$ cat src/verilog/ieu_pkg.sv
// Integer execute stage shared definitions
// Widths, opcode and state encodings, and the structs that carry an issued
// operation, a data bus command and a register-file write

package ieu_pkg;

   localparam int DATA_W = 32;   // Operand and data width
   localparam int REG_AW = 5;    // Register address width
   localparam int PC_W   = 30;   // Word-aligned pc

   typedef enum logic [3:0] {
      OPC_ADD,
      OPC_SUB,
      OPC_CMP_EQ,
      OPC_CMP_LT,
      OPC_CMP_LTU,
      OPC_AND,
      OPC_OR,
      OPC_XOR,
      OPC_SLL,
      OPC_SRL,
      OPC_SRA,
      OPC_LOAD,
      OPC_STORE,
      OPC_JMPREL,
      OPC_JMPFAR
   } ieu_opc_e;

   typedef enum logic [1:0] {SIZE_BYTE, SIZE_HALF, SIZE_WORD} mem_size_e;

   typedef enum logic [1:0] {MEM_IDLE, MEM_CMD, MEM_RESP, MEM_WB} mem_state_e;

   typedef struct packed {
      ieu_opc_e            opc;
      logic [DATA_W-1:0]   operand_1;
      logic [DATA_W-1:0]   operand_2;
      logic [DATA_W-1:0]   operand_3;    // Store data
      logic                wb;           // Writes a register
      logic [REG_AW-1:0]   wb_addr;
      logic [PC_W-1:0]     pc;
      logic                pred_taken;   // Predicted direction of a relative branch
      logic [PC_W-1:0]     pred_tgt;
      mem_size_e           size;
      logic                sign_ext;
   } ieu_op_t;

   typedef struct packed {
      logic [DATA_W-1:0]   addr;         // Byte address
      mem_size_e           size;
      logic                we;
      logic [DATA_W-1:0]   wdata;
   } dbus_cmd_t;

   typedef struct packed {
      logic [REG_AW-1:0]   addr;
      logic [DATA_W-1:0]   data;
   } wb_req_t;

endpackage

$ cat src/verilog/ieu_arith.sv
// Arithmetic unit of the execute stage
// Add, subtract and the three compares, plus the link address of a far jump.
// Holds the condition flag loaded by every accepted compare

`timescale 1ns/1ps

module ieu_arith (
   input  logic                       clk,
   input  logic                       rst_n,
   input  ieu_pkg::ieu_op_t           op,
   input  logic                       accept,
   output logic [ieu_pkg::DATA_W-1:0] result,
   output logic                       cc
);
   import ieu_pkg::*;

   logic [DATA_W-1:0] sum;
   logic [DATA_W-1:0] diff;
   logic [PC_W-1:0]   pc_next;
   logic [DATA_W-1:0] link;
   logic              cmp_eq;
   logic              cmp_lt;
   logic              cmp_ltu;
   logic              cmp_flag;
   logic              is_cmp;

   assign sum     = op.operand_1 + op.operand_2;
   assign diff    = op.operand_1 - op.operand_2;
   assign cmp_eq  = (op.operand_1 == op.operand_2);
   assign cmp_lt  = ($signed(op.operand_1) < $signed(op.operand_2));
   assign cmp_ltu = (op.operand_1 < op.operand_2);

   // Instruction after the jump, as a byte address
   assign pc_next = op.pc + 1'b1;
   assign link    = {pc_next, 2'b00};

   always_comb begin
      is_cmp   = 1'b1;
      cmp_flag = 1'b0;
      case (op.opc)
         OPC_CMP_EQ:  cmp_flag = cmp_eq;
         OPC_CMP_LT:  cmp_flag = cmp_lt;
         OPC_CMP_LTU: cmp_flag = cmp_ltu;
         default:     is_cmp = 1'b0;
      endcase
   end

   always_comb begin
      case (op.opc)
         OPC_SUB:     result = diff;
         OPC_CMP_EQ,
         OPC_CMP_LT,
         OPC_CMP_LTU: result = {{(DATA_W-1){1'b0}}, cmp_flag};   // 0 or 1
         OPC_JMPFAR:  result = link;
         default:     result = sum;
      endcase
   end

   // Branches read this on the cycle after the compare
   always_ff @(posedge clk) begin
      if (!rst_n)
         cc <= 1'b0;
      else if (accept && is_cmp)
         cc <= cmp_flag;
   end

endmodule

$ cat src/verilog/ieu_logic.sv
// Logic unit of the execute stage
// Bitwise and, or, xor and a barrel shifter for the three shifts.
// Purely combinational

`timescale 1ns/1ps

module ieu_logic (
   input  ieu_pkg::ieu_op_t           op,
   output logic [ieu_pkg::DATA_W-1:0] result
);
   import ieu_pkg::*;

   logic [4:0]        shamt;
   logic [DATA_W-1:0] shl;
   logic [DATA_W-1:0] shr_l;
   logic [DATA_W-1:0] shr_a;

   assign shamt = op.operand_2[4:0];   // Low five bits only

   assign shl   = op.operand_1 << shamt;
   assign shr_l = op.operand_1 >> shamt;

   // Fills with the sign bit
   assign shr_a = $signed(op.operand_1) >>> shamt;

   always_comb begin
      case (op.opc)
         OPC_AND: begin
            result = op.operand_1 & op.operand_2;
         end
         OPC_OR: begin
            result = op.operand_1 | op.operand_2;
         end
         OPC_XOR: begin
            result = op.operand_1 ^ op.operand_2;
         end
         OPC_SLL: begin
            result = shl;
         end
         OPC_SRL: begin
            result = shr_l;
         end
         OPC_SRA: begin
            result = shr_a;
         end
         default: begin
            result = '0;   // Not a logic op
         end
      endcase
   end

endmodule

$ cat src/verilog/ieu_mem.sv
// Load/store sequencer
// Runs one data bus access at a time: command, response, then a write
// request for the loaded value, zero or sign extended by access size

`timescale 1ns/1ps

module ieu_mem (
   input  logic                       clk,
   input  logic                       rst_n,
   input  ieu_pkg::ieu_op_t           op,
   input  logic                       accept,
   input  logic                       dbus_cmd_ready,
   input  logic                       dbus_valid,
   input  logic [ieu_pkg::DATA_W-1:0] dbus_dout,
   input  logic                       mem_wb_grant,
   output logic                       dbus_cmd_valid,
   output ieu_pkg::dbus_cmd_t         dbus_cmd,
   output logic                       dbus_ready,
   output logic                       mem_busy,
   output logic                       mem_wb_valid,
   output ieu_pkg::wb_req_t           mem_wb
);
   import ieu_pkg::*;

   mem_state_e        state_q;
   mem_state_e        state_d;
   dbus_cmd_t         cmd_q;
   wb_req_t           wb_q;
   logic              ld_wb_q;     // Load has a destination register
   logic              ld_sext_q;
   logic              is_mem;
   logic              start;
   logic [DATA_W-1:0] ld_ext;

   assign is_mem = (op.opc == OPC_LOAD) || (op.opc == OPC_STORE);
   assign start  = (state_q == MEM_IDLE) && accept && is_mem;

   // Bus returns load data right-aligned
   always_comb begin
      case (cmd_q.size)
         SIZE_BYTE: ld_ext = {{(DATA_W-8){ld_sext_q & dbus_dout[7]}}, dbus_dout[7:0]};
         SIZE_HALF: ld_ext = {{(DATA_W-16){ld_sext_q & dbus_dout[15]}}, dbus_dout[15:0]};
         default:   ld_ext = dbus_dout;
      endcase
   end

   always_comb begin
      state_d = state_q;
      case (state_q)
         MEM_IDLE: begin
            if (start)
               state_d = MEM_CMD;
         end
         MEM_CMD: begin
            if (dbus_cmd_ready)
               state_d = cmd_q.we ? MEM_IDLE : MEM_RESP;   // Store is done at transfer
         end
         MEM_RESP: begin
            if (dbus_valid)
               state_d = ld_wb_q ? MEM_WB : MEM_IDLE;
         end
         MEM_WB: begin
            if (mem_wb_grant)
               state_d = MEM_IDLE;
         end
         default: begin
            state_d = MEM_IDLE;
         end
      endcase
   end

   always_ff @(posedge clk) begin
      if (!rst_n)
         state_q <= MEM_IDLE;
      else
         state_q <= state_d;
   end

   // Command fields stay put while the bus stalls
   always_ff @(posedge clk) begin
      if (start) begin
         cmd_q.addr  <= op.operand_1 + op.operand_2;
         cmd_q.size  <= op.size;
         cmd_q.we    <= (op.opc == OPC_STORE);
         cmd_q.wdata <= op.operand_3;
         ld_wb_q     <= op.wb;
         ld_sext_q   <= op.sign_ext;
         wb_q.addr   <= op.wb_addr;
      end
      if ((state_q == MEM_RESP) && dbus_valid)
         wb_q.data <= ld_ext;
   end

   assign dbus_cmd_valid = (state_q == MEM_CMD);
   assign dbus_cmd       = cmd_q;
   assign dbus_ready     = (state_q == MEM_RESP);
   assign mem_busy       = (state_q != MEM_IDLE);
   assign mem_wb_valid   = (state_q == MEM_WB);
   assign mem_wb         = wb_q;

endmodule

$ cat src/verilog/ieu_branch.sv
// Branch check
// Compares the predicted outcome of relative branches and far jumps with the
// real one, raises a flush on a mismatch and holds it with its target until
// the fetch side acknowledges

`timescale 1ns/1ps

module ieu_branch (
   input  logic                     clk,
   input  logic                     rst_n,
   input  ieu_pkg::ieu_op_t         op,
   input  logic                     accept,
   input  logic                     cc,
   input  logic                     flush_ack,
   output logic                     specul_flush,
   output logic                     flush_hold,
   output logic [ieu_pkg::PC_W-1:0] flush_tgt,
   output logic                     bpu_wb,
   output logic                     bpu_hit
);
   import ieu_pkg::*;

   logic            is_rel;
   logic            is_far;
   logic            rel_mis;
   logic            far_mis;
   logic            mismatch;
   logic            flush_now;
   logic            hold_q;
   logic [PC_W-1:0] pc_next;
   logic [PC_W-1:0] rel_tgt;
   logic [PC_W-1:0] far_tgt;
   logic [PC_W-1:0] tgt_now;
   logic [PC_W-1:0] tgt_q;

   assign is_rel = (op.opc == OPC_JMPREL);
   assign is_far = (op.opc == OPC_JMPFAR);

   assign pc_next = op.pc + 1'b1;
   assign rel_tgt = cc ? op.pred_tgt : pc_next;         // Taken or fall-through
   assign far_tgt = op.operand_1[DATA_W-1:DATA_W-PC_W]; // Register target, word address

   assign rel_mis  = (op.pred_taken != cc);
   assign far_mis  = (op.pred_tgt != far_tgt);
   assign mismatch = (is_rel && rel_mis) || (is_far && far_mis);

   assign flush_now = accept && mismatch;
   assign tgt_now   = is_rel ? rel_tgt : far_tgt;

   // Cleared by the ack, including an ack in the accepting cycle
   always_ff @(posedge clk) begin
      if (!rst_n)
         hold_q <= 1'b0;
      else
         hold_q <= (flush_now || hold_q) && !flush_ack;
   end

   always_ff @(posedge clk) begin
      if (flush_now)
         tgt_q <= tgt_now;
   end

   assign specul_flush = flush_now || hold_q;
   assign flush_hold   = hold_q;
   assign flush_tgt    = hold_q ? tgt_q : tgt_now;

   // Predictor update on every jump
   assign bpu_wb  = accept && (is_rel || is_far);
   assign bpu_hit = !mismatch;

endmodule

$ cat src/verilog/ieu_wb_arb.sv
// Writeback arbiter and issue control
// Registers the ALU result, shares the register-file write port between the
// load result (first) and the ALU result, and forms issue ready and accept

`timescale 1ns/1ps

module ieu_wb_arb (
   input  logic                       clk,
   input  logic                       rst_n,
   input  logic                       in_valid,
   input  logic                       accept_ok,
   input  ieu_pkg::ieu_op_t           op,
   input  logic [ieu_pkg::DATA_W-1:0] arith_result,
   input  logic [ieu_pkg::DATA_W-1:0] logic_result,
   input  logic                       mem_busy,
   input  logic                       flush_hold,
   input  logic                       mem_wb_valid,
   input  ieu_pkg::wb_req_t           mem_wb,
   output logic                       in_ready,
   output logic                       accept,
   output logic                       mem_wb_grant,
   output logic                       regf_we,
   output ieu_pkg::wb_req_t           regf_wr
);
   import ieu_pkg::*;

   logic    is_mem;
   logic    is_logic;
   logic    alu_load;
   logic    alu_vld_q;
   logic    alu_grant;
   wb_req_t alu_req_q;

   assign is_mem   = (op.opc == OPC_LOAD) || (op.opc == OPC_STORE);
   assign is_logic = (op.opc inside {OPC_AND, OPC_OR, OPC_XOR, OPC_SLL, OPC_SRL, OPC_SRA});

   // Load result always wins the port
   assign mem_wb_grant = mem_wb_valid;
   assign alu_grant    = alu_vld_q && !mem_wb_valid;

   assign in_ready = !flush_hold
                     && (!alu_vld_q || alu_grant)
                     && !(is_mem && mem_busy);
   assign accept   = in_valid && in_ready && accept_ok;
   assign alu_load = accept && !is_mem && op.wb;   // Includes links and compares

   always_ff @(posedge clk) begin
      if (!rst_n)
         alu_vld_q <= 1'b0;
      else if (alu_load)
         alu_vld_q <= 1'b1;
      else if (alu_grant)
         alu_vld_q <= 1'b0;
   end

   always_ff @(posedge clk) begin
      if (alu_load) begin
         alu_req_q.addr <= op.wb_addr;
         alu_req_q.data <= is_logic ? logic_result : arith_result;
      end
   end

   assign regf_we = mem_wb_valid || alu_vld_q;
   assign regf_wr = mem_wb_valid ? mem_wb : alu_req_q;

endmodule

$ cat src/verilog/ieu_top.sv
// Integer execute stage
// Takes one decoded operation per cycle and fans it out to the arithmetic,
// logic, memory and branch units, with a shared register-file write port

`timescale 1ns/1ps

module ieu_top (
   input  logic                       clk,
   input  logic                       rst_n,
   input  logic                       in_valid,
   input  ieu_pkg::ieu_op_t           in_op,
   input  logic                       dbus_cmd_ready,
   input  logic                       dbus_valid,
   input  logic [ieu_pkg::DATA_W-1:0] dbus_dout,
   input  logic                       flush_ack,
   output logic                       in_ready,
   output logic                       dbus_cmd_valid,
   output ieu_pkg::dbus_cmd_t         dbus_cmd,
   output logic                       dbus_ready,
   output logic                       regf_we,
   output ieu_pkg::wb_req_t           regf_wr,
   output logic                       specul_flush,
   output logic [ieu_pkg::PC_W-1:0]   flush_tgt,
   output logic                       bpu_wb,
   output logic                       bpu_hit
);
   import ieu_pkg::*;

   logic [DATA_W-1:0] arith_result;
   logic [DATA_W-1:0] logic_result;
   logic              cc;
   logic              accept;
   logic              accept_ok;
   logic              mem_busy;
   logic              mem_wb_valid;
   logic              mem_wb_grant;
   logic              flush_hold;
   wb_req_t           mem_wb;

   // Encodings past the last opcode complete the handshake but do nothing
   assign accept_ok = (in_op.opc <= OPC_JMPFAR);

   ieu_arith u_arith (.clk(clk), .rst_n(rst_n), .op(in_op), .accept(accept),
                      .result(arith_result), .cc(cc));

   ieu_logic u_logic (.op(in_op), .result(logic_result));

   ieu_mem u_mem (.clk(clk), .rst_n(rst_n), .op(in_op), .accept(accept),
                  .dbus_cmd_ready(dbus_cmd_ready), .dbus_valid(dbus_valid),
                  .dbus_dout(dbus_dout), .mem_wb_grant(mem_wb_grant),
                  .dbus_cmd_valid(dbus_cmd_valid), .dbus_cmd(dbus_cmd),
                  .dbus_ready(dbus_ready), .mem_busy(mem_busy),
                  .mem_wb_valid(mem_wb_valid), .mem_wb(mem_wb));

   ieu_branch u_branch (.clk(clk), .rst_n(rst_n), .op(in_op), .accept(accept), .cc(cc),
                        .flush_ack(flush_ack), .specul_flush(specul_flush),
                        .flush_hold(flush_hold), .flush_tgt(flush_tgt),
                        .bpu_wb(bpu_wb), .bpu_hit(bpu_hit));

   ieu_wb_arb u_wb_arb (.clk(clk), .rst_n(rst_n), .in_valid(in_valid), .accept_ok(accept_ok),
                        .op(in_op), .arith_result(arith_result), .logic_result(logic_result),
                        .mem_busy(mem_busy), .flush_hold(flush_hold),
                        .mem_wb_valid(mem_wb_valid), .mem_wb(mem_wb), .in_ready(in_ready),
                        .accept(accept), .mem_wb_grant(mem_wb_grant), .regf_we(regf_we),
                        .regf_wr(regf_wr));

endmodule

$ cat config.mk
export PLATFORM = sky130hd
export DESIGN_NAME = ieu_top
export DESIGN_NICKNAME = d
export VERILOG_FILES = /design/src/verilog/ieu_pkg.sv /design/src/verilog/ieu_arith.sv /design/src/verilog/ieu_logic.sv /design/src/verilog/ieu_mem.sv /design/src/verilog/ieu_branch.sv /design/src/verilog/ieu_wb_arb.sv /design/src/verilog/ieu_top.sv
export SDC_FILE = /design/constraint.sdc
export NUM_CORES = 1
export LEC_CHECK = 0
export BUFFER_PORTS_ARGS = -buffer_cell sky130_fd_sc_hd__buf_2
export CAP_MARGIN = 5
export CORE_MARGIN = 2
export CORE_UTILIZATION = 40
export CTS_BUF_LIST = sky130_fd_sc_hd__clkbuf_16
export DETAILED_ROUTE_END_ITERATION = 8
export PLACE_DENSITY_LB_ADDON = 0.08
export SETUP_SLACK_MARGIN = 0.3
export SLEW_MARGIN = 25
export SYNTH_ARGS = -nofsm -noshare
export SYNTH_HDL_FRONTEND = slang
export SYNTH_HIERARCHICAL = 1
export SYNTH_SLANG_ARGS = --single-unit
$ cat constraint.sdc
create_clock -name clk -period 15.1 [get_ports clk]
set_input_delay 0.755 -clock clk [delete_from_list [all_inputs] [get_ports clk]]
set_output_delay 0.755 -clock clk [all_outputs]
set_load 0.01 [all_outputs]
======== Word level (Yosys, flattened, before mapping) ========
Cells that the tools add are included.
operators by class
  bitwise gates (word level) .............. 5
  muxes and demuxes ....................... 18
  add/subtract/negate cells ............... 3
  order comparisons ....................... 3
  equality and inequality tests ........... 24
  reduce and logical (&&, ||, !) cells .... 37
  shifts and indexed selects .............. 3
operators with widths
  cell                                                                    count
  32-bit case mux with 6 select lines                                     1
  32-bit case mux with 3 select lines                                     1
  30-bit 2-to-1 mux                                                       3
  32-bit less-than comparator                                             2
  32-bit case mux with 2 select lines                                     1
  37-bit 2-to-1 mux                                                       1
  32-bit adder                                                            1
  32-bit AND                                                              1
  32-bit equality test                                                    1
  32-bit 2-to-1 mux                                                       1
  32-bit bitwise OR                                                       1
  32-bit by 5-bit left shift with 32-bit output                           1
  32-bit by 5-bit >> shifter with 32-bit output                           1
  32-bit by 5-bit >>> shifter with 32-bit output                          1
  32-bit subtractor                                                       1
  32-bit bitwise XOR                                                      1
  30-bit by 1-bit adder with 30-bit output (second input constant)        1
  30-bit != test                                                          1
  4-bit equality test (second input constant)                             7
  1-bit logical AND                                                       17
  4-bit by 3-bit equality test with 1-bit output (second input constant)  4
  2-bit 2-to-1 mux                                                        5
  4-bit by 2-bit equality test with 1-bit output (second input constant)  2
  2-bit case mux with 4 select lines                                      1
  other kinds (17)                                                        36
storage, ports and cells
  register bits after elaboration ......... 178
  word-level logic and storage cells ...... 108
  output and inout bits ................... 141
  bits of input ports ..................... 208

======== Depth between registers and ports, before layout ========
Gate-level depths: netlist of run 1.
  depth in word-level cells ............... 12
  mapped depth ............................ 15
  depth with buffers taken out ............ 14

======== By module ========
The synthesis of run 1 kept the hierarchy.
by module, submodules not included
  module      area each (sq um)  cells each  times used
  ieu_logic   5,904.4            719         1
  ieu_mem     5,260.0            390         1
  ieu_arith   4,593.2            692         1
  ieu_branch  3,264.4            396         1
  ieu_wb_arb  2,092.0            132         1
  ieu_top     6.3                1           1

======== Least setup slack after synthesis of run 1 ========
OpenSTA, ideal clock, no wires.
  kind .................................... in2reg
  from .................................... input in_op[168] in the netlist's numbering
  to ...................................... register u_mem.cmd_q (netlist bit u_mem/dbus_cmd[0]), enable pin
  buffers on the path ..................... 0
  arrival ................................. 6.522 ns
  stages on the path ...................... 6
  required time ........................... 14.500 ns
  library setup time ...................... 0.600 ns
  slack ................................... 7.979 ns
  cells stage by stage .................... nand4_1 and3b_1 nand2_1 a21oi_1 nand2_1 nor3_1
between the ends
  longest elaborated chain between the ends .. 9
ends and longest elaborated chain
  element                              RTL line          text
  start: declaration                   ieu_top.sv:11     input ieu_pkg::ieu_op_t in_op,
  4-bit equality test                  ieu_wb_arb.sv:34  assign is_mem = (op.opc == OPC_LOAD) || (op.opc == OPC_STORE);
  1-bit logical OR                     ieu_wb_arb.sv:34
  1-bit logical AND                    ieu_wb_arb.sv:43  && !(is_mem && mem_busy);
  1-bit zero test                      ieu_wb_arb.sv:43
  1-bit logical AND                    ieu_wb_arb.sv:43
  1-bit logical AND                    ieu_wb_arb.sv:44  assign accept = in_valid && in_ready && accept_ok;
  1-bit logical AND (*)                ieu_wb_arb.sv:44
  named net accept                     ieu_top.sv:32     logic accept;
  1-bit logical AND (*) (2 in series)  ieu_mem.sv:36     assign start = (state_q == MEM_IDLE) && accept && is_mem;
  named net u_mem.start                ieu_mem.sv:32     logic start;
  end: declaration                     ieu_mem.sv:27     dbus_cmd_t cmd_q;
Mark *: on every way through the listed nets, which the timed path passes. The rest lies on a longest branch.
A chain may end at the register's enable or synchronous reset.

======== Final worst setup path of run 1 ========
  from .................................... input in_op[105] in the netlist's numbering
  to ...................................... register u_wb_arb/alu_req_q[29] in the netlist's numbering, data pin
between the ends
  longest elaborated chain between the ends .. 3
ends and longest elaborated chain
  element                                                   RTL line                          text
  32-bit adder / 32-bit subtractor (equally long branches)  ieu_arith.sv:27, ieu_arith.sv:28
  32-bit case mux with 3 select lines (*)                   ieu_arith.sv:49                   case (op.opc)
  named net arith_result[29]                                ieu_top.sv:29                     logic [DATA_W-1:0] arith_result;
  32-bit 2-to-1 mux (*)                                     ieu_wb_arb.sv:59                  alu_req_q.data <= is_logic ? logic_result : arith_result;
  end: declaration                                          ieu_wb_arb.sv:32                  wb_req_t alu_req_q;
Marked as above.

==> impl_results.html, run 1 <==
<table>
<tr><th>Metric</th><th>Value</th></tr>
<tr><th colspan="2">Outcome</th></tr>
<tr><td>Result of the run</td><td>finished, final reports clean</td></tr>
<tr><th colspan="2">Synthesis</th></tr>
<tr><td>Post-synth EDFFs</td><td>approximately 170</td></tr>
<tr><td>Share of flip-flops with an asynchronous set or reset after synthesis</td><td>0</td></tr>
<tr><td>Number of synthesized register bits</td><td>178</td></tr>
<tr><td>Count of mapped cells out of synthesis</td><td>2330</td></tr>
<tr><td>Synthesized area divided by synthesized cell count</td><td>approximately 9 sq um</td></tr>
<tr><td>Post-Synthesis Net Count</td><td>2703</td></tr>
<tr><td>Mapped cell area</td><td>21120 sq um</td></tr>
<tr><td>Register area share after synthesis</td><td>0.2507</td></tr>
<tr><td>Count of yosys warnings during synthesis</td><td>6</td></tr>
<tr><td>Predominant post-synthesis flop cell</td><td>sky130_fd_sc_hd__edfxtp_1</td></tr>
<tr><td>Unique masters post-synth</td><td>roughly 130</td></tr>
<tr><th colspan="2">GRT</th></tr>
<tr><td>Pin count of the biggest net entering global routing</td><td>67</td></tr>
<tr><td>Initial antenna violation count</td><td>7</td></tr>
<tr><td>Via count of the first global-routing pass</td><td>19.73k</td></tr>
<tr><td>Sum of overflow across all layers after global routing</td><td>0</td></tr>
<tr><td>Global-route usage over all layers</td><td>0.3375</td></tr>
<tr><td>Global-route wire length before repair</td><td>134.6 mm</td></tr>
<tr><th colspan="2">Layout</th></tr>
<tr><td>Final std cells w/o fill</td><td>3298</td></tr>
<tr><td>Area grow syn2layout</td><td>13.42%</td></tr>
<tr><td>Commonest cells after routing, fill and taps aside</td><td>346 x sky130_fd_sc_hd__buf_2, 184 x sky130_fd_sc_hd__nand2_1, 173 x sky130_fd_sc_hd__edfxtp_1</td></tr>
<tr><td>Number of nets in the layout</td><td>2969</td></tr>
<tr><td>End-of-flow core utilization</td><td>0.4577</td></tr>
<tr><td>Layout cells sized above 1</td><td>0.2445</td></tr>
<tr><td>Most common library cell in the layout ignoring fill and taps</td><td>sky130_fd_sc_hd__buf_2</td></tr>
<tr><td>Fill cell count</td><td>5148</td></tr>
<tr><th colspan="2">Detailed routing</th></tr>
<tr><td>Routed Antenna Nets</td><td>0</td></tr>
<tr><td>WL/cell</td><td>28.66 microns</td></tr>
<tr><td>First-pass DRT Iterations</td><td>8</td></tr>
<tr><td>Via count normalized by instance count</td><td>6.427</td></tr>
<tr><td>Residual DRC count</td><td>0</td></tr>
<tr><td>Number of design-rule violations left by the first detailed-router iteration</td><td>2293</td></tr>
<tr><td>Routed via count</td><td>21.20k</td></tr>
<tr><td>Total wire length after detailed routing</td><td>94.52 mm</td></tr>
<tr><th colspan="2">Floorplan</th></tr>
<tr><td>Chip Width</td><td>233.8 microns</td></tr>
<tr><td>Die outline height</td><td>about 230 microns</td></tr>
<tr><td>Std-Cell Core Area</td><td>52340 sq um</td></tr>
<tr><td>Count of pins on the block boundary</td><td>around 350</td></tr>
<tr><td>Full die area</td><td>54660 sq um</td></tr>
<tr><td>Effective utilization at floorplan</td><td>0.4035</td></tr>
<tr><td>FP Rows</td><td>84</td></tr>
<tr><th colspan="2">Place</th></tr>
<tr><td>Final RePlAce weighted congestion</td><td>1.006</td></tr>
<tr><td>HPWL after detailed placement</td><td>70.03 mm</td></tr>
<tr><td>Total instance count after detailed placement</td><td>3265</td></tr>
<tr><td>I/O Buffers</td><td>348</td></tr>
<tr><td>Setup Slack @ Placement</td><td>~10 ns</td></tr>
<tr><th colspan="2">Clocking</th></tr>
<tr><td>Hold-fix buffers, CTS</td><td>0</td></tr>
<tr><td>Inserted Clock Buffers</td><td>17</td></tr>
<tr><td>Post-CTS resize count</td><td>0</td></tr>
<tr><td>Number of setup buffers added after CTS</td><td>0</td></tr>
<tr><td>Deepest level of the CTS H-tree</td><td>4</td></tr>
<tr><td>Clk root buf</td><td>sky130_fd_sc_hd__clkbuf_16</td></tr>
<tr><td>Clk Latency, worst-skew pair</td><td>approximately 0.51 ns</td></tr>
<tr><td>CTS sink count</td><td>178</td></tr>
<tr><td>Clock Tree Buf Depth</td><td>2</td></tr>
<tr><td>CTS tree</td><td>done</td></tr>
<tr><td>Clock edge transition at the registers on the reported setup and hold paths</td><td>0.11 ns</td></tr>
<tr><th colspan="2">Timing</th></tr>
<tr><td>Max_slew headroom</td><td>0.1513</td></tr>
<tr><td>Setup_tns</td><td>0 ns</td></tr>
<tr><td>Part of the cycle the worst path needs</td><td>0.2890</td></tr>
<tr><td>Period minus WS final</td><td>about 4.4 ns</td></tr>
<tr><td>Final Skew</td><td>0.01726 ns</td></tr>
<tr><td>Worst Slack Setup Final</td><td>10.74 ns</td></tr>
<tr><td>Highest achievable clock rate</td><td>0.2292 GHz</td></tr>
<tr><td>Final hold slack</td><td>0.4184 ns</td></tr>
<tr><td>Slew at the pin with the worst max-slew slack</td><td>1.261 ns</td></tr>
<tr><td>Final number of max-transition violations</td><td>0</td></tr>
<tr><td>Final hold violations</td><td>0</td></tr>
<tr><td>Final setup viols</td><td>0</td></tr>
<tr><td>RSZ-0062 raised after global routing</td><td>no</td></tr>
<tr><th colspan="2">Flow run</th></tr>
<tr><td>Total of max-cap violations</td><td>0</td></tr>
<tr><th colspan="2">Min path</th></tr>
<tr><td>Worst min-delay path category</td><td>in2reg</td></tr>
<tr><td>Beginning of the worst hold path</td><td>in_op[91]</td></tr>
<tr><th colspan="2">Setup path</th></tr>
<tr><td>Critical path launch point</td><td>in_op[105]</td></tr>
<tr><td>Worst setup path class</td><td>in2reg</td></tr>
<tr><td>Data arrival at the endpoint of the critical path</td><td>roughly 4.8 ns</td></tr>
<tr><td>Type of destination of the critical path</td><td>flip-flop</td></tr>
<tr><td>Peak fanout along the critical path</td><td>36</td></tr>
<tr><td>Worst Setup Start Kind</td><td>input pin</td></tr>
<tr><td>Launch point of the worst reg-to-reg path</td><td>u_branch/flush_hold$_SDFF_PN0_</td></tr>
<tr><td>Required time of the critical path</td><td>15.49 ns</td></tr>
<tr><th colspan="2">Pwr</th></tr>
<tr><td>Peak supply drop</td><td>roughly 0.090 mV</td></tr>
<tr><td>Total leakage power</td><td>about 10 nW</td></tr>
<tr><td>P per Cell Area</td><td>72.92 nW/um^2</td></tr>
</table>
-- stage by stage --
| stage | total power [W] | cell area, sq um |
|---|---|---|
| after detailed placement | 0.001232 | 23300 |
| final | 0.001747 | 23950 |
| after floorplan | 0.0009856 | 21120 |
| after global routing | 0.001821 | 23950 |
| after global placement | 0.001232 | 23300 |
| after CTS | 0.001746 | 23940 |
-- kinds of logic (layout without fill, tap and decap cells) --
logic type / after synthesis / after routing / share of synthesized area
other: 0 / 1 / 0
multiplexers: 211 / 211 / 0.1443
flip-flops: 178 / 178 / 0.2507
AO/OA/AOI/OAI: 674 / 674 / 0.2280
AND/OR/NAND/NOR: 706 / 706 / 0.1717
XOR/XNOR: 99 / 99 / 0.04105
buffers and inverters: 297 / 576 / 0.06540
adder cells (fa/ha/maj): 165 / 165 / 0.09882
-- path summary, 6_finish.rpt --
check / cells past startpoint / slack [ns] / end
setup / recovery: 14 / 10.74 / u_wb_arb/alu_req_q[29]$_DFFE_PP_
hold / removal: 1 / 0.42 / u_mem/dbus_cmd[21]$_DFFE_PP_
setup reg to reg: 7 / 11.57 / u_mem/dbus_cmd[54]$_DFFE_PP_
hold reg to reg: 2 / 0.55 / u_wb_arb/alu_vld_q$_SDFFE_PN0P_
-- where the power goes --
group / switching, W / internal (W)
clock: 0.000273 / 0.000233
sequential: 0.0000111 / 0.000567
combinational: 0.000418 / 0.000245
total: 0.000702 / 0.00104
-- Yosys cell counts (all sizes together) (11+ instances only) --
master,instances,area [sq um]
inv,145,544.3
o31ai,31,242.7
a221oi,23,207.7
nor2b,26,162.7
a21oi,136,695.7
nand2,185,696.9
a22oi,24,180.2
nor3,46,230.2
nor4,40,256.5
o21ai,121,620.6
mux2,95,1074
and3,23,152.6
nand3,68,340.3
clkbuf,78,296.5
and4,11,100.1
nand2b,33,206.5
a31oi,12,75.07
mux4,59,1391
nor2,151,566.8
xnor2,37,324.1
a211oi,23,172.7
nor3b,18,146.4
o221ai,13,113.9
buf,73,536.8
mux2i,57,583.1
xor2,62,543.0
edfxtp,173,5195
o31a,11,96.34
and2,15,93.84
nand4,27,190.2
o22ai,48,300.3
o211ai,22,170.2
or3,24,150.1
o21bai,19,142.6
a21o,50,376.6
ha,162,2027
o21a,14,112.6
-- layout make-up --
cell class                 count  area [sq um]  area share
sequential                   178          5296      0.2211
timing repair buffer         398          2122     0.08859
tap                          688         860.8     0.03594
inverter                     146         548.0     0.02288
antenna                        1         2.502   0.0001045
clock inverter                15         214.0    0.008932
multi-input combinational   1855         14490      0.6047
clock buffer                  17         425.4     0.01776
-- per-layer routing --
layer	track usage	part of all wire
met4	0.1363	0.041
met1	0.4472	0.41
met5	0	0.00066
met3	0.08743	0.095
met2	0.5238	0.45
-- state kept, by name (all words and copies together) (netlist names) --
name and flops:
u_wb_arb/alu_req_q 37, u_branch/flush_hold 1, u_wb_arb/alu_vld_q 1, u_mem/dbus_cmd 67, u_arith/cc 1, u_mem/ld_wb_q 1
u_mem/mem_wb 37, u_mem/ld_sext_q 1, u_mem/state_q 2, u_branch/tgt_q 30
-- worst max-delay path, cell delays in order --
cell	delay, ns
sky130_fd_sc_hd__buf_2	0.08
sky130_fd_sc_hd__buf_4	0.40
sky130_fd_sc_hd__inv_1	0.10
sky130_fd_sc_hd__ha_1	0.42
sky130_fd_sc_hd__nor2_1	0.22
sky130_fd_sc_hd__o211ai_1	0.19
sky130_fd_sc_hd__a21oi_1	0.42
sky130_fd_sc_hd__o21bai_1	0.18
sky130_fd_sc_hd__a211oi_1	0.61
sky130_fd_sc_hd__nor2_1	0.18
sky130_fd_sc_hd__o41ai_1	0.45
sky130_fd_sc_hd__o211ai_1	0.16
sky130_fd_sc_hd__o211ai_1	0.34
sky130_fd_sc_hd__mux2_2	0.22
Note: power is estimated with default switching activity, not from simulation.
==> run 2, diff against run 1 <==
ABC_AREA = 1   (was default)
clock period = 4.43 ns   (was 15.1 ns; I/O delays follow)
==> impl_results.html, run 2 <==
<table>
<tr><th>Metric</th><th>Value</th></tr>
<tr><th colspan="2">Outcome</th></tr>
<tr><td>Result of the run</td><td>finished, final reports clean</td></tr>
<tr><th colspan="2">Layout</th></tr>
<tr><td>Area grow syn2layout</td><td>16.70%</td></tr>
<tr><td>Commonest cells after routing, fill and taps aside</td><td>1237 x sky130_fd_sc_hd__nand2_1, 507 x sky130_fd_sc_hd__nand3_1, 454 x sky130_fd_sc_hd__inv_1</td></tr>
<tr><td>Most common library cell in the layout ignoring fill and taps</td><td>sky130_fd_sc_hd__nand2_1</td></tr>
<tr><td>Layout cells sized above 1</td><td>0.1438 (-0.1007)</td></tr>
<tr><td>Largest register FFs</td><td>67 (unchanged)</td></tr>
<tr><td>Fill cell count</td><td>6147 (+19%)</td></tr>
<tr><td>End-of-flow core utilization</td><td>0.4712 (+0.01349)</td></tr>
<tr><td>Number of nets in the layout</td><td>4399 (+48%)</td></tr>
<tr><th colspan="2">Timing</th></tr>
<tr><td>Final Skew</td><td>0.02105 ns (+0.003791 ns)</td></tr>
<tr><td>Highest achievable clock rate</td><td>0.3520 GHz</td></tr>
<tr><td>Final number of max-transition violations</td><td>0 (unchanged)</td></tr>
<tr><td>Slew at the pin with the worst max-slew slack</td><td>0.9673 ns (-0.2942 ns)</td></tr>
<tr><td>Part of the cycle the worst path needs</td><td>0.6413</td></tr>
<tr><td>RSZ-0062 raised after global routing</td><td>no</td></tr>
<tr><td>Max_slew headroom</td><td>0.3528 (+0.2015)</td></tr>
<tr><td>Final hold violations</td><td>0 (unchanged)</td></tr>
<tr><td>Final setup viols</td><td>0 (unchanged)</td></tr>
<tr><td>Period minus WS final</td><td>2.841 ns</td></tr>
<tr><td>Setup_tns</td><td>0 ns (unchanged)</td></tr>
<tr><th colspan="2">Pwr</th></tr>
<tr><td>Share of total power in combinational logic</td><td>0.402 (+0.022)</td></tr>
<tr><td>Peak supply drop</td><td>0.3274 mV (+260%)</td></tr>
<tr><td>Part of the power in the clock network</td><td>0.275 (-0.014)</td></tr>
<tr><td>Cell-internal power</td><td>0.003507 W (+240%)</td></tr>
<tr><td>Power consumption</td><td>0.006093 W (+250%)</td></tr>
<tr><td>Total leakage power</td><td>13.59 nW (+36%)</td></tr>
<tr><td>P per Cell Area</td><td>230.2 nW/um^2 (+220%)</td></tr>
<tr><td>Fraction of power consumed by sequential logic</td><td>0.324 (-0.007)</td></tr>
<tr><td>Switching part of the total power</td><td>0.4243 (+0.02235)</td></tr>
<tr><td>Power dissipated by switching net loads</td><td>0.002586 W (+270%)</td></tr>
<tr><th colspan="2">Floorplan</th></tr>
<tr><td>Chip Width</td><td>242.1 microns (+3.6%)</td></tr>
<tr><td>Std-Cell Core Area</td><td>56170 sq um (+7.3%)</td></tr>
<tr><td>Full die area</td><td>58610 sq um (+7.2%)</td></tr>
<tr><td>Die outline height</td><td>242.1 microns (+3.6%)</td></tr>
<tr><td>FP Rows</td><td>87 (+3.6%)</td></tr>
<tr><td>Count of pins on the block boundary</td><td>349 (unchanged)</td></tr>
<tr><td>Effective utilization at floorplan</td><td>0.4037 (about the same)</td></tr>
<tr><th colspan="2">GRT</th></tr>
<tr><td>Global-route wire length before repair</td><td>151.0 mm (+12%)</td></tr>
<tr><td>Global-route usage over all layers</td><td>0.3419 (+0.004345)</td></tr>
<tr><td>Sum of overflow across all layers after global routing</td><td>0 (unchanged)</td></tr>
<tr><td>Via count of the first global-routing pass</td><td>23.50k (+19%)</td></tr>
<tr><td>Pin count of the biggest net entering global routing</td><td>68 (+1.5%)</td></tr>
<tr><td>Initial antenna violation count</td><td>2 (-5)</td></tr>
<tr><th colspan="2">Clocking</th></tr>
<tr><td>Post-CTS resize count</td><td>0 (unchanged)</td></tr>
<tr><td>Clk Latency, worst-skew pair</td><td>0.51 ns (about the same)</td></tr>
<tr><td>CTS tree</td><td>done</td></tr>
<tr><td>Clock Tree Buf Depth</td><td>2 (unchanged)</td></tr>
<tr><td>Inserted Clock Buffers</td><td>17 (unchanged)</td></tr>
<tr><td>Number of setup buffers added after CTS</td><td>0 (unchanged)</td></tr>
<tr><td>Clk root buf</td><td>sky130_fd_sc_hd__clkbuf_16</td></tr>
<tr><td>Deepest level of the CTS H-tree</td><td>4 (unchanged)</td></tr>
<tr><td>Clock edge transition at the registers on the reported setup and hold paths</td><td>0.09 ns (-0.02 ns)</td></tr>
<tr><td>CTS sink count</td><td>178 (unchanged)</td></tr>
<tr><th colspan="2">Synthesis</th></tr>
<tr><td>Count of mapped cells out of synthesis</td><td>3666 (+57%)</td></tr>
<tr><td>Synth area leader</td><td>sky130_fd_sc_hd__edfxtp_1</td></tr>
<tr><td>Unique masters post-synth</td><td>63 (-51%)</td></tr>
<tr><td>Mapped cell area</td><td>22680 sq um (+7.4%)</td></tr>
<tr><td>Dominant cells by area after synthesis</td><td>sky130_fd_sc_hd__edfxtp_1 23%, sky130_fd_sc_hd__nand2_1 20%, sky130_fd_sc_hd__nand3_1 11%</td></tr>
<tr><td>Number of synthesized register bits</td><td>178 (unchanged)</td></tr>
<tr><td>Post-Synthesis Net Count</td><td>4039 (+49%)</td></tr>
<tr><td>Count leader, synth</td><td>sky130_fd_sc_hd__nand2_1</td></tr>
<tr><td>Post-synth top cells</td><td>1237 x sky130_fd_sc_hd__nand2_1, 507 x sky130_fd_sc_hd__nand3_1, 456 x sky130_fd_sc_hd__inv_1</td></tr>
<tr><td>Count of yosys warnings during synthesis</td><td>6 (unchanged)</td></tr>
<tr><td>Post-synth EDFFs</td><td>173 (unchanged)</td></tr>
<tr><td>Register area share after synthesis</td><td>0.2335 (-0.01722)</td></tr>
<tr><td>Post-synth top area share</td><td>0.2291 (-0.01690)</td></tr>
<tr><td>Synthesized area divided by synthesized cell count</td><td>6.186 sq um (-32%)</td></tr>
<tr><td>Share of flip-flops with an asynchronous set or reset after synthesis</td><td>0 (unchanged)</td></tr>
<tr><td>Predominant post-synthesis flop cell</td><td>sky130_fd_sc_hd__edfxtp_1</td></tr>
<tr><th colspan="2">Place</th></tr>
<tr><td>HPWL after detailed placement</td><td>83.31 mm (+19%)</td></tr>
<tr><td>Final RePlAce weighted congestion</td><td>1.042 (+3.6%)</td></tr>
<tr><td>I/O Buffers</td><td>348 (unchanged)</td></tr>
<tr><th colspan="2">Detailed routing</th></tr>
<tr><td>Residual DRC count</td><td>0 (unchanged)</td></tr>
<tr><td>Total wire length after detailed routing</td><td>103.3 mm (+9.3%)</td></tr>
<tr><td>Routed Antenna Nets</td><td>0 (unchanged)</td></tr>
<tr><td>Routed via count</td><td>26.12k (+23%)</td></tr>
<tr><td>Number of design-rule violations left by the first detailed-router iteration</td><td>2896 (+26%)</td></tr>
<tr><td>WL/cell</td><td>21.54 microns (-25%)</td></tr>
<tr><td>Via count normalized by instance count</td><td>5.447 (-15%)</td></tr>
<tr><td>First-pass DRT Iterations</td><td>8 (unchanged)</td></tr>
<tr><th colspan="2">Min path</th></tr>
<tr><td>Worst min-delay path category</td><td>in2reg</td></tr>
<tr><td>Beginning of the worst hold path</td><td>dbus_dout[14]</td></tr>
<tr><td>Worst hold path stage count</td><td>3 (+2)</td></tr>
<tr><th colspan="2">Setup path</th></tr>
<tr><td>Required time of the critical path</td><td>4.69 ns (-10.80 ns)</td></tr>
<tr><td>Launch point of the worst reg-to-reg path</td><td>u_mem/state_q[0]$_SDFFE_PN0P_</td></tr>
<tr><td>Data arrival at the endpoint of the critical path</td><td>3.10 ns (-1.66 ns)</td></tr>
<tr><td>Peak fanout along the critical path</td><td>28 (-22%)</td></tr>
<tr><td>Cells on worst reg2reg path</td><td>10 (+3)</td></tr>
<tr><td>Worst Setup Start Kind</td><td>input pin</td></tr>
<tr><td>Critical path launch point</td><td>in_op[102]</td></tr>
<tr><td>Worst setup path class</td><td>in2reg</td></tr>
<tr><td>Setup slack on the worst flop-to-flop path</td><td>1.97 ns (-9.60 ns)</td></tr>
<tr><td>Type of destination of the critical path</td><td>flip-flop</td></tr>
<tr><th colspan="2">Flow run</th></tr>
<tr><td>Total of max-cap violations</td><td>0 (unchanged)</td></tr>
</table>
run 2: cell types whose count changed after synthesis, moves of 31 or more:
cell                       change
sky130_fd_sc_hd__o22ai_1      -46
sky130_fd_sc_hd__mux2_2       -90
sky130_fd_sc_hd__xor2_1       -31
sky130_fd_sc_hd__nor2_1      +119
sky130_fd_sc_hd__nand2b_1     -33
sky130_fd_sc_hd__a21oi_1      +35
sky130_fd_sc_hd__inv_1       +312
sky130_fd_sc_hd__mux4_2       -42
sky130_fd_sc_hd__mux2i_1      -56
sky130_fd_sc_hd__a21o_1       -45
sky130_fd_sc_hd__nand3_1     +439
sky130_fd_sc_hd__nand2_1    +1053
sky130_fd_sc_hd__nand4_1      +34
run 2: kinds of logic after synthesis:
kind of cell / Yosys count / synth area share
buffers and inverters: 605 / 0.1073
AND/OR/NAND/NOR: 2234 / 0.4260
AO/OA/AOI/OAI: 390 / 0.09633
multiplexers: 32 / 0.02086
adder cells (fa/ha/maj): 165 / 0.09203
XOR/XNOR: 62 / 0.02394
flip-flops: 178 / 0.2335
run 2: path summary, 6_finish.rpt:
path                                 endpoint
min reg2reg   u_wb_arb/alu_vld_q$_SDFFE_PN0P_
max          u_wb_arb/alu_req_q[24]$_DFFE_PP_
min                u_mem/mem_wb[14]$_DFFE_PP_
max reg2reg      u_mem/dbus_cmd[66]$_DFFE_PP_
run 2: timing repair:
action,4_1_cts,5_1_grt
endpoints found under the setup margin,0,0
hold endpoints to repair,73,0
hold buffers,68,0
run 2: final cells by class:
cell class                      count  area [sq um]  share of cell area
Antenna cell                        1         2.502          0.00009456
Timing Repair Buffer              467          2830              0.1069
Inverter                          479          1798             0.06794
Clock inverter                     15         202.7            0.007659
Sequential cell                   178          5295              0.2001
Multi-Input combinational cell   2883         14960              0.5655
Clock buffer                       17         425.4             0.01607
Tap cell                          756         945.9             0.03574
run 2: routing by layer:
metal  global-route usage  routed length, microns
met1               0.4806                   45780
met2               0.5168                   44200
met3              0.06026                    9221
met4               0.1383                    4095
met5                    0                      13
run 2: critical path, stage by stage:
cell	delay (ns)
sky130_fd_sc_hd__buf_2	0.49
sky130_fd_sc_hd__ha_1	0.28
sky130_fd_sc_hd__inv_1	0.08
sky130_fd_sc_hd__fa_1	0.42
sky130_fd_sc_hd__inv_1	0.16
sky130_fd_sc_hd__nand4_1	0.14
sky130_fd_sc_hd__nand3_1	0.29
sky130_fd_sc_hd__nand2_1	0.12
sky130_fd_sc_hd__nand2_1	0.15
sky130_fd_sc_hd__nand2_1	0.09
sky130_fd_sc_hd__nand3_1	0.07
sky130_fd_sc_hd__nand2_1	0.05
sky130_fd_sc_hd__nand3_1	0.08
sky130_fd_sc_hd__nand3_1	0.13
sky130_fd_sc_hd__mux2_4	0.29
run 2: through the flow:
stage / cell area, sq um / std cells / hold slack (ns) / worst slack, ns
after floorplan: 22680 / 3666 / 0.3204 / 0.9361
after global placement: 25150 / 4695 / 0.3977 / 1.206
after detailed placement: 25150 / 4695 / 0.4002 / 1.157
after CTS: 26460 / 4795 / 0.006421 / 1.651
after global routing: 26460 / 4795 / 0.04683 / 1.457
final: 26460 / 4796 / 0.04095 / 1.589
run 2: power by group through the flow:
stage	Clock, W	Sequential (W)	Combinational (W)
after global routing	0.00176	0.00198	0.00266
after floorplan	0	0.00200	0.00145
final	0.00167	0.00197	0.00245
after CTS	0.00172	0.00197	0.00239
after global placement	0	0.00201	0.00234
after detailed placement	0	0.00201	0.00233
